===== config.mk =====
export PLATFORM = sky130hd
export DESIGN_NAME = cnu_top
export DESIGN_NICKNAME = d
export VERILOG_FILES = /design/src/hdl/cnu_pkg.sv /design/src/hdl/cnu_sign_mag.sv /design/src/hdl/cnu_min_search.sv /design/src/hdl/cnu_msg_gen.sv /design/src/hdl/cnu_out_queue.sv /design/src/hdl/cnu_top.sv
export SDC_FILE = /design/constraint.sdc
export NUM_CORES = 1
export LEC_CHECK = 0
export BUFFER_PORTS_ARGS = -buffer_cell sky130_fd_sc_hd__clkbuf_2
export CELL_PAD_IN_SITES_DETAIL_PLACEMENT = 0
export CELL_PAD_IN_SITES_GLOBAL_PLACEMENT = 1
export CORE_MARGIN = 1
export CORE_UTILIZATION = 51
export DETAILED_ROUTE_END_ITERATION = 6
export PLACE_DENSITY = 0.77
export SKIP_LAST_GASP = 1
export SLEW_MARGIN = 10
export SYNTH_ARGS = -nofsm -noshare
export SYNTH_HDL_FRONTEND = slang
export SYNTH_HIERARCHICAL = 1
export SYNTH_SLANG_ARGS = --single-unit

===== constraint.sdc =====
create_clock -name sys_clk -period 17.8 [get_ports sys_clk]
set_input_delay 3.56 -clock sys_clk [delete_from_list [all_inputs] [get_ports sys_clk]]
set_output_delay 3.56 -clock sys_clk [all_outputs]
set_load 0.005 [all_outputs]

===== src/hdl/cnu_pkg.sv =====
// widths, lane counts, credit depths and vector types of the check-node unit
package cnu_pkg;

	// message format
	localparam int CN_DEGREE = 10;
	localparam int QUAN_SIZE = 4;
	localparam int MAG_SIZE  = 3;
	localparam int IDX_SIZE  = $clog2(CN_DEGREE);

	// flow control
	localparam int QUEUE_DEPTH = 4;
	localparam int OUT_CREDITS = 2;

	// queue bookkeeping widths
	localparam int QPTR_SIZE = $clog2(QUEUE_DEPTH);
	localparam int QCNT_SIZE = $clog2(QUEUE_DEPTH + 1);
	localparam int CRED_SIZE = $clog2(OUT_CREDITS + 1);

	// one coded message, bit 3 is the sign
	typedef logic [QUAN_SIZE-1:0] msg_t;

	// decoded magnitude
	typedef logic [MAG_SIZE-1:0] mag_t;

	// lane number within a row
	typedef logic [IDX_SIZE-1:0] idx_t;

	// full row, lane 0 in the low bits
	typedef logic [CN_DEGREE*QUAN_SIZE-1:0] row_t;

	// magnitudes of a row, same lane order
	typedef logic [CN_DEGREE*MAG_SIZE-1:0] mag_row_t;

	// one sign bit per lane
	typedef logic [CN_DEGREE-1:0] sign_row_t;

endpackage


===== src/hdl/cnu_sign_mag.sv =====
// stage 0 with extrinsic sign product, magnitude decode and first pipeline register
`timescale 1ns/1ps

module cnu_sign_mag import cnu_pkg::*; (
	input  logic      sys_clk,
	input  logic      rstn,
	input  logic      in_valid_i,
	input  row_t      var_to_ch_i,
	output logic      s0_valid_o,
	output sign_row_t s0_signs_o,
	output mag_row_t  s0_mags_o
);

	sign_row_t in_signs;
	sign_row_t ext_signs;
	mag_row_t  in_mags;
	logic      parity;

	// split lanes into sign and magnitude
	always_comb begin
		msg_t lane;
		for (int i = 0; i < CN_DEGREE; i++) begin
			lane = var_to_ch_i[i*QUAN_SIZE +: QUAN_SIZE];
			in_signs[i] = lane[QUAN_SIZE-1];
			// positive messages carry the magnitude inverted
			in_mags[i*MAG_SIZE +: MAG_SIZE] = lane[MAG_SIZE-1:0] ^ {MAG_SIZE{~lane[QUAN_SIZE-1]}};
		end
	end

	assign parity = ^in_signs;

	// xor own sign back out of the full product
	assign ext_signs = in_signs ^ {CN_DEGREE{parity}};

	always_ff @(posedge sys_clk) begin
		if (!rstn) begin
			s0_valid_o <= 1'b0;
		end else begin
			s0_valid_o <= in_valid_i;
		end
	end

	// payload follows valid
	always_ff @(posedge sys_clk) begin
		s0_signs_o <= ext_signs;
		s0_mags_o  <= in_mags;
	end

endmodule


===== src/hdl/cnu_min_search.sv =====
// stage 1 with two-minimum search, min1 lane index and second pipeline register
`timescale 1ns/1ps

module cnu_min_search import cnu_pkg::*; (
	input  logic      sys_clk,
	input  logic      rstn,
	input  logic      s0_valid_i,
	input  sign_row_t s0_signs_i,
	input  mag_row_t  s0_mags_i,
	output logic      s1_valid_o,
	output sign_row_t s1_signs_o,
	output mag_t      s1_min1_o,
	output mag_t      s1_min2_o,
	output idx_t      s1_min1_idx_o
);

	mag_t min1;
	mag_t min2;
	idx_t min1_idx;

	// first pass finds min1, strict compare keeps the lowest lane
	always_comb begin
		mag_t m;
		min1     = '1;
		min1_idx = '0;
		for (int i = 0; i < CN_DEGREE; i++) begin
			m = s0_mags_i[i*MAG_SIZE +: MAG_SIZE];
			if (m < min1) begin
				min1     = m;
				min1_idx = idx_t'(i);
			end
		end
	end

	// second pass skips only the min1 lane, so ties give min2 == min1
	always_comb begin
		mag_t m;
		min2 = '1;
		for (int i = 0; i < CN_DEGREE; i++) begin
			m = s0_mags_i[i*MAG_SIZE +: MAG_SIZE];
			if (idx_t'(i) != min1_idx && m < min2) begin
				min2 = m;
			end
		end
	end

	always_ff @(posedge sys_clk) begin
		if (!rstn) begin
			s1_valid_o <= 1'b0;
		end else begin
			s1_valid_o <= s0_valid_i;
		end
	end

	always_ff @(posedge sys_clk) begin
		s1_signs_o    <= s0_signs_i;
		s1_min1_o     <= min1;
		s1_min2_o     <= min2;
		s1_min1_idx_o <= min1_idx;
	end

	a_min_order: assert property (@(posedge sys_clk) disable iff (!rstn)
		s1_valid_o |-> s1_min1_o <= s1_min2_o);

	a_idx_range: assert property (@(posedge sys_clk) disable iff (!rstn)
		s1_valid_o |-> s1_min1_idx_o < CN_DEGREE);

endmodule


===== src/hdl/cnu_msg_gen.sv =====
// stage 2 with per-lane magnitude select, offset re-encoding and output register
`timescale 1ns/1ps

module cnu_msg_gen import cnu_pkg::*; (
	input  logic      sys_clk,
	input  logic      rstn,
	input  logic      s1_valid_i,
	input  sign_row_t s1_signs_i,
	input  mag_t      s1_min1_i,
	input  mag_t      s1_min2_i,
	input  idx_t      s1_min1_idx_i,
	output logic      s2_valid_o,
	output row_t      s2_row_o
);

	row_t row;

	always_comb begin
		mag_t mag;
		logic sign;
		for (int i = 0; i < CN_DEGREE; i++) begin
			sign = s1_signs_i[i];
			// min1 lane must not see its own magnitude
			mag = (s1_min1_idx_i == idx_t'(i)) ? s1_min2_i : s1_min1_i;
			row[i*QUAN_SIZE +: QUAN_SIZE] = msg_t'({sign, mag ^ {MAG_SIZE{~sign}}});
		end
	end

	always_ff @(posedge sys_clk) begin
		if (!rstn) begin
			s2_valid_o <= 1'b0;
		end else begin
			s2_valid_o <= s1_valid_i;
		end
	end

	always_ff @(posedge sys_clk) begin
		s2_row_o <= row;
	end

endmodule


===== src/hdl/cnu_out_queue.sv =====
// output row queue with output-credit counter and input credit return
`timescale 1ns/1ps

module cnu_out_queue import cnu_pkg::*; (
	input  logic sys_clk,
	input  logic rstn,
	input  logic s2_valid_i,
	input  row_t s2_row_i,
	input  logic out_credit_i,
	output logic out_valid_o,
	output row_t ch_to_var_o,
	output logic in_credit_o
);

	row_t                 mem [QUEUE_DEPTH];
	logic [QPTR_SIZE-1:0] wr_ptr;
	logic [QPTR_SIZE-1:0] rd_ptr;
	logic [QCNT_SIZE-1:0] fill;
	logic [CRED_SIZE-1:0] credits;
	logic                 push;
	logic                 pop;

	function automatic logic [QPTR_SIZE-1:0] next_ptr(input logic [QPTR_SIZE-1:0] p);
		return (p == QPTR_SIZE'(QUEUE_DEPTH - 1)) ? '0 : p + 1'b1;
	endfunction

	// stages never stall, so every valid row is written
	assign push = s2_valid_i;
	assign pop  = (fill != '0) && (credits != '0);

	always_ff @(posedge sys_clk) begin
		if (push) begin
			mem[wr_ptr] <= s2_row_i;
		end
		if (pop) begin
			ch_to_var_o <= mem[rd_ptr];
		end
	end

	always_ff @(posedge sys_clk) begin
		if (!rstn) begin
			wr_ptr <= '0;
			rd_ptr <= '0;
			fill   <= '0;
		end else begin
			if (push) begin
				wr_ptr <= next_ptr(wr_ptr);
			end
			if (pop) begin
				rd_ptr <= next_ptr(rd_ptr);
			end
			case ({push, pop})
				2'b10:   fill <= fill + 1'b1;
				2'b01:   fill <= fill - 1'b1;
				default: fill <= fill;
			endcase
		end
	end

	// pop spends a credit, downstream return adds one back
	always_ff @(posedge sys_clk) begin
		if (!rstn) begin
			credits     <= CRED_SIZE'(OUT_CREDITS);
			out_valid_o <= 1'b0;
			in_credit_o <= 1'b0;
		end else begin
			case ({pop, out_credit_i})
				2'b10:   credits <= credits - 1'b1;
				2'b01:   credits <= credits + 1'b1;
				default: credits <= credits;
			endcase
			out_valid_o <= pop;
			in_credit_o <= pop;
		end
	end

	// upstream credits keep the pipeline plus queue within QUEUE_DEPTH rows
	a_no_overflow: assert property (@(posedge sys_clk) disable iff (!rstn)
		push |-> fill != QCNT_SIZE'(QUEUE_DEPTH));

	a_credit_bound: assert property (@(posedge sys_clk) disable iff (!rstn)
		credits <= CRED_SIZE'(OUT_CREDITS));

	a_pop_credit: assert property (@(posedge sys_clk) disable iff (!rstn)
		out_valid_o |-> $past(credits) != '0);

endmodule


===== src/hdl/cnu_top.sv =====
// check-node unit top with three pipeline stages and the credit-managed output queue
`timescale 1ns/1ps

module cnu_top import cnu_pkg::*; (
	input  logic sys_clk,
	input  logic rstn,
	input  logic in_valid_i,
	input  row_t var_to_ch_i,
	input  logic out_credit_i,
	output logic out_valid_o,
	output row_t ch_to_var_o,
	output logic in_credit_o
);

	logic      s0_valid;
	sign_row_t s0_signs;
	mag_row_t  s0_mags;

	logic      s1_valid;
	sign_row_t s1_signs;
	mag_t      s1_min1;
	mag_t      s1_min2;
	idx_t      s1_min1_idx;

	logic      s2_valid;
	row_t      s2_row;

	cnu_sign_mag u_sign_mag (
		.sys_clk     (sys_clk),
		.rstn        (rstn),
		.in_valid_i  (in_valid_i),
		.var_to_ch_i (var_to_ch_i),
		.s0_valid_o  (s0_valid),
		.s0_signs_o  (s0_signs),
		.s0_mags_o   (s0_mags)
	);

	cnu_min_search u_min_search (
		.sys_clk       (sys_clk),
		.rstn          (rstn),
		.s0_valid_i    (s0_valid),
		.s0_signs_i    (s0_signs),
		.s0_mags_i     (s0_mags),
		.s1_valid_o    (s1_valid),
		.s1_signs_o    (s1_signs),
		.s1_min1_o     (s1_min1),
		.s1_min2_o     (s1_min2),
		.s1_min1_idx_o (s1_min1_idx)
	);

	cnu_msg_gen u_msg_gen (
		.sys_clk       (sys_clk),
		.rstn          (rstn),
		.s1_valid_i    (s1_valid),
		.s1_signs_i    (s1_signs),
		.s1_min1_i     (s1_min1),
		.s1_min2_i     (s1_min2),
		.s1_min1_idx_i (s1_min1_idx),
		.s2_valid_o    (s2_valid),
		.s2_row_o      (s2_row)
	);

	cnu_out_queue u_out_queue (
		.sys_clk      (sys_clk),
		.rstn         (rstn),
		.s2_valid_i   (s2_valid),
		.s2_row_i     (s2_row),
		.out_credit_i (out_credit_i),
		.out_valid_o  (out_valid_o),
		.ch_to_var_o  (ch_to_var_o),
		.in_credit_o  (in_credit_o)
	);

endmodule


==> metrics.cfg <==
[timing]
hold_viol_final = 0
min_period_over_period_pct = 93.5
setup_viol = 0
slew_violations = 0
fin_crit_ps = 16650
fin_ws_ps = 1150
fin_skew_ps = 13.1
tightest_slew_ps = 1120
max_freq_ghz = 0.0601
slew_headroom_pct = 25.0

[worst_setup_path]
crit_top_cell = ha_1
r2r_slack_ps = 1150
cpPeakStageDelay_ps = 420
crit_required_ps = 18240
slowest_stage = a221o_1
end_kind = register
crit_type = register to register
cp.arrival_ps = 17090
worst_setup_path_start_kind = register
crit_path_max_fanout = 15

[floorplanning]
row_count = 59
ioPinCount = 86
die_x_um = 165
initial_core_util_pct = 52.1
fp.dieH_um = 165
coreArea_um2 = 26100
die_area_um2 = 27300

[drt]
met2_wirelength_mm = 11.9
first_pass_iters = 4
drt_iter0_markers = 381
drtAntennaViolNets = 0
wl_met1_mm = 10.9
wl_mm = 24.3
highest-signal-layer = met4
drc_errors = 0
post_drt_wl_per_cell_um = 18.1
vias = 7340
wl_met3_um = 943
vias_per_cell = 5.46

[power]
switchingPower_mw = 0.743
cellPowerDensity_nw_per_um2 = 158
pwr-share-seq_pct = 48.4
swShare_pct = 30.9
ir_drop_mv = 0.0805
clkPwrFrac_pct = 25.1
p_leak_nw = 5.58
p_comb_share_pct = 26.5
p_int_mw = 1.66

[clocking]
ctsRootBufferMaster = clkbuf_16
clkLatencyLatePin_ps = 550
cts_tree = built
cts_num_sinks = 313
clkTransAtPathRegs_ps = 60
hold_buffers = 0
clock_path_buffers = 3
cts-htree-levels = 1
cts_buffers = 31

[layout]
utilization_pct = 58.4
seq_area_um2 = 8270
multi_input_area_um2 = 4950
diodes = 0
nets = 1069
fillers = 2052
drive_above_1_share_pct = 22.7
area_growth_pct = 12.2

[synth]
synth_cells = 898
synth-seq-cells = 313
synthFlopType = edfxtp_1
ys.warnings.count = 6
synth.distinct_cells = 92
yosys.area.top_type_share_pct = 44.3
synthArstFlopShare_pct = 0
synth_area_um2 = 13600
netlist_top_cells_area = edfxtp_1 44%, dfxtp_1 17%, mux4_2 6.3%
synth_nets = 982
ys_seq_area_share_pct = 60.9
synth_edf_count = 200
yosysTopAreaCell = edfxtp_1
postSynthAreaPerCell_um2 = 15.1

[global_routing]
grt_usage_pct = 18.5
antenna_found_initial = 0
overflow = 0
grt_start_max_net_pins = 43
grt_pass1_wl_mm = 39.0
grt_pass1_vias = 7322

[place]
dp_slack_ps = 378
gp_congestion = 0.863
dp.final_hpwl_mm = 16.0
port_buffers = 85

[worst_hold_path]
min_path_type = register to register

[outcome]
outcome = completed

[flow_run]
max_cap_viol_count = 0

==> path summary, 6_finish.rpt <==
check                                start                    endpoint  cells past startpoint
setup / recovery   u_sign_mag/s0_mags_o[1]   u_min_search/s1_min2_o[0]                     81
hold / removal    u_sign_mag/s0_signs_o[7]  u_min_search/s1_signs_o[7]                      0
setup reg to reg   u_sign_mag/s0_mags_o[1]   u_min_search/s1_min2_o[0]                     81
hold reg to reg   u_sign_mag/s0_signs_o[7]  u_min_search/s1_signs_o[7]                      0
==> power by group through the flow <==
stage                     logic [mW]  clock network, mW  registers [mW]
after floorplan                0.527                  0            1.10
after global placement         0.621                  0            1.17
after detailed placement       0.625                  0            1.18
after CTS                      0.629              0.622            1.17
after global routing           0.707              0.654            1.19
final                          0.636              0.604            1.16
==> critical path: cells and delay by family (launching register included) <==
kind / cells / cell delay [ps]
compound gates: 32 / 6510
flops: 1 / 380
buf+inv: 4 / 340
mux: 5 / 1290
fa+ha+maj: 12 / 3230
simple gates: 28 / 4800
==> stage by stage <==
| step | TNS [ps] | std cells | area (um2) | hold WS (ps) | power (mW) |
|---|---|---|---|---|---|
| global placement | 0 | 1285 | 14200 | 312 | 1.79 |
| detailed placement | 0 | 1285 | 14200 | 314 | 1.81 |
| finish | 0 | 1345 | 15200 | 324 | 2.40 |
| floorplan | 0 | 898 | 13600 | 310 | 1.63 |
| global route | -96.3 | 1345 | 15200 | 331 | 2.55 |
| CTS | 0 | 1343 | 15100 | 327 | 2.42 |
==> Yosys cell counts (all sizes together), types with 4 or more instances <==
cell type and count:
clkbuf 11, or2 8, xnor3 7, xnor2 37, o22ai 5, edfxtp 200
a31o 4, mux2 4, nand3 9, xor3 4, a211oi 7, a221oi 5
or3 9, ha 39, nor4b 6, nor3 6, nor3b 4, a21o 6
buf 26, nor2 33, and4bb 4, a21oi 27, inv 38, nor2b 7
dfxtp 113, a21boi 5, nand2b 4, a31oi 8, o21ai 28, mux2i 38
xor2 38, o21bai 7, and2 17, o21ba 4, nand2 35, mux4 40
==> layout by cell type (no fill, tap or decap), types with 6 or more instances in the layout <==
cell type / netlist / final
edfxtp_1: 200 / 200
dfxtp_1: 113 / 112
clkbuf_2: 3 / 85
ha_1: 39 / 39
inv_1: 38 / 38
xor2_1: 38 / 38
mux4_2: 38 / 38
mux2i_1: 38 / 36
nand2_1: 35 / 35
xnor2_1: 34 / 34
nor2_1: 33 / 32
clkbuf_16: 0 / 31
a21oi_1: 27 / 27
o21ai_0: 25 / 23
and2_1: 17 / 14
nand3_1: 9 / 9
clkbuf_1: 8 / 8
or3_1: 8 / 8
nor2b_1: 7 / 7
a31oi_1: 8 / 7
clkbuf_8: 0 / 6
clkinv_2: 0 / 6
or2_2: 6 / 6
nor3_1: 6 / 6
a21o_1: 6 / 6
buf_4: 2 / 6
xnor3_1: 6 / 6
==> final cells by class <==
class,count,share of cell area (%)
flip-flops and latches,313,54.3
multi-input cells,510,32.5
clock buffers,45,5.83
repair buffers,91,3.09
well taps,335,2.75
inverters,38,0.937
clock inverters,13,0.526
==> routing by layer <==
metal  vias up  track usage (%)
met5         -                0
met4         0             5.00
met3        43             2.72
met2       166             31.5
met1      3574             24.6
li1       3557                -
==> what timing repair did <==
action | CTS | global route
endpoints found under the setup margin | 0 | 3
gates resized for setup | 0 | 17
setup buffers | 0 | 2
==> sequential cells by signal, summed over array words and instances (netlist names) <==
name and cells:
u_min_search/s1_min1_o 3, u_out_queue/mem 160, u_out_queue/rd_ptr 2, u_out_queue/ch_to_var_o 40, u_msg_gen/s2_valid_o 1, u_msg_gen/s2_row_o 40
u_sign_mag/s0_signs_o 10, u_out_queue/fill 3, u_min_search/s1_signs_o 10, u_out_queue/in_credit_o 1, u_out_queue/credits 2, u_sign_mag/s0_mags_o 30
u_min_search/s1_valid_o 1, u_sign_mag/s0_valid_o 1, u_min_search/s1_min1_idx_o 4, u_out_queue/wr_ptr 2, u_min_search/s1_min2_o 3
==> logic make-up (layout without fill, tap and decap cells) <==
| logic type | count (synthesis) | in the layout | synth area share (%) |
|---|---|---|---|
| fa+ha+maj | 43 | 43 | 3.97 |
| xor+xnor | 86 | 86 | 6.98 |
| flops | 313 | 313 | 60.9 |
| simple gates | 150 | 150 | 6.61 |
| buf+inv | 75 | 187 | 3.14 |
| mux | 82 | 82 | 9.83 |
| compound gates | 149 | 149 | 8.53 |
No activity file was read; power rests on OpenSTA's default activity.
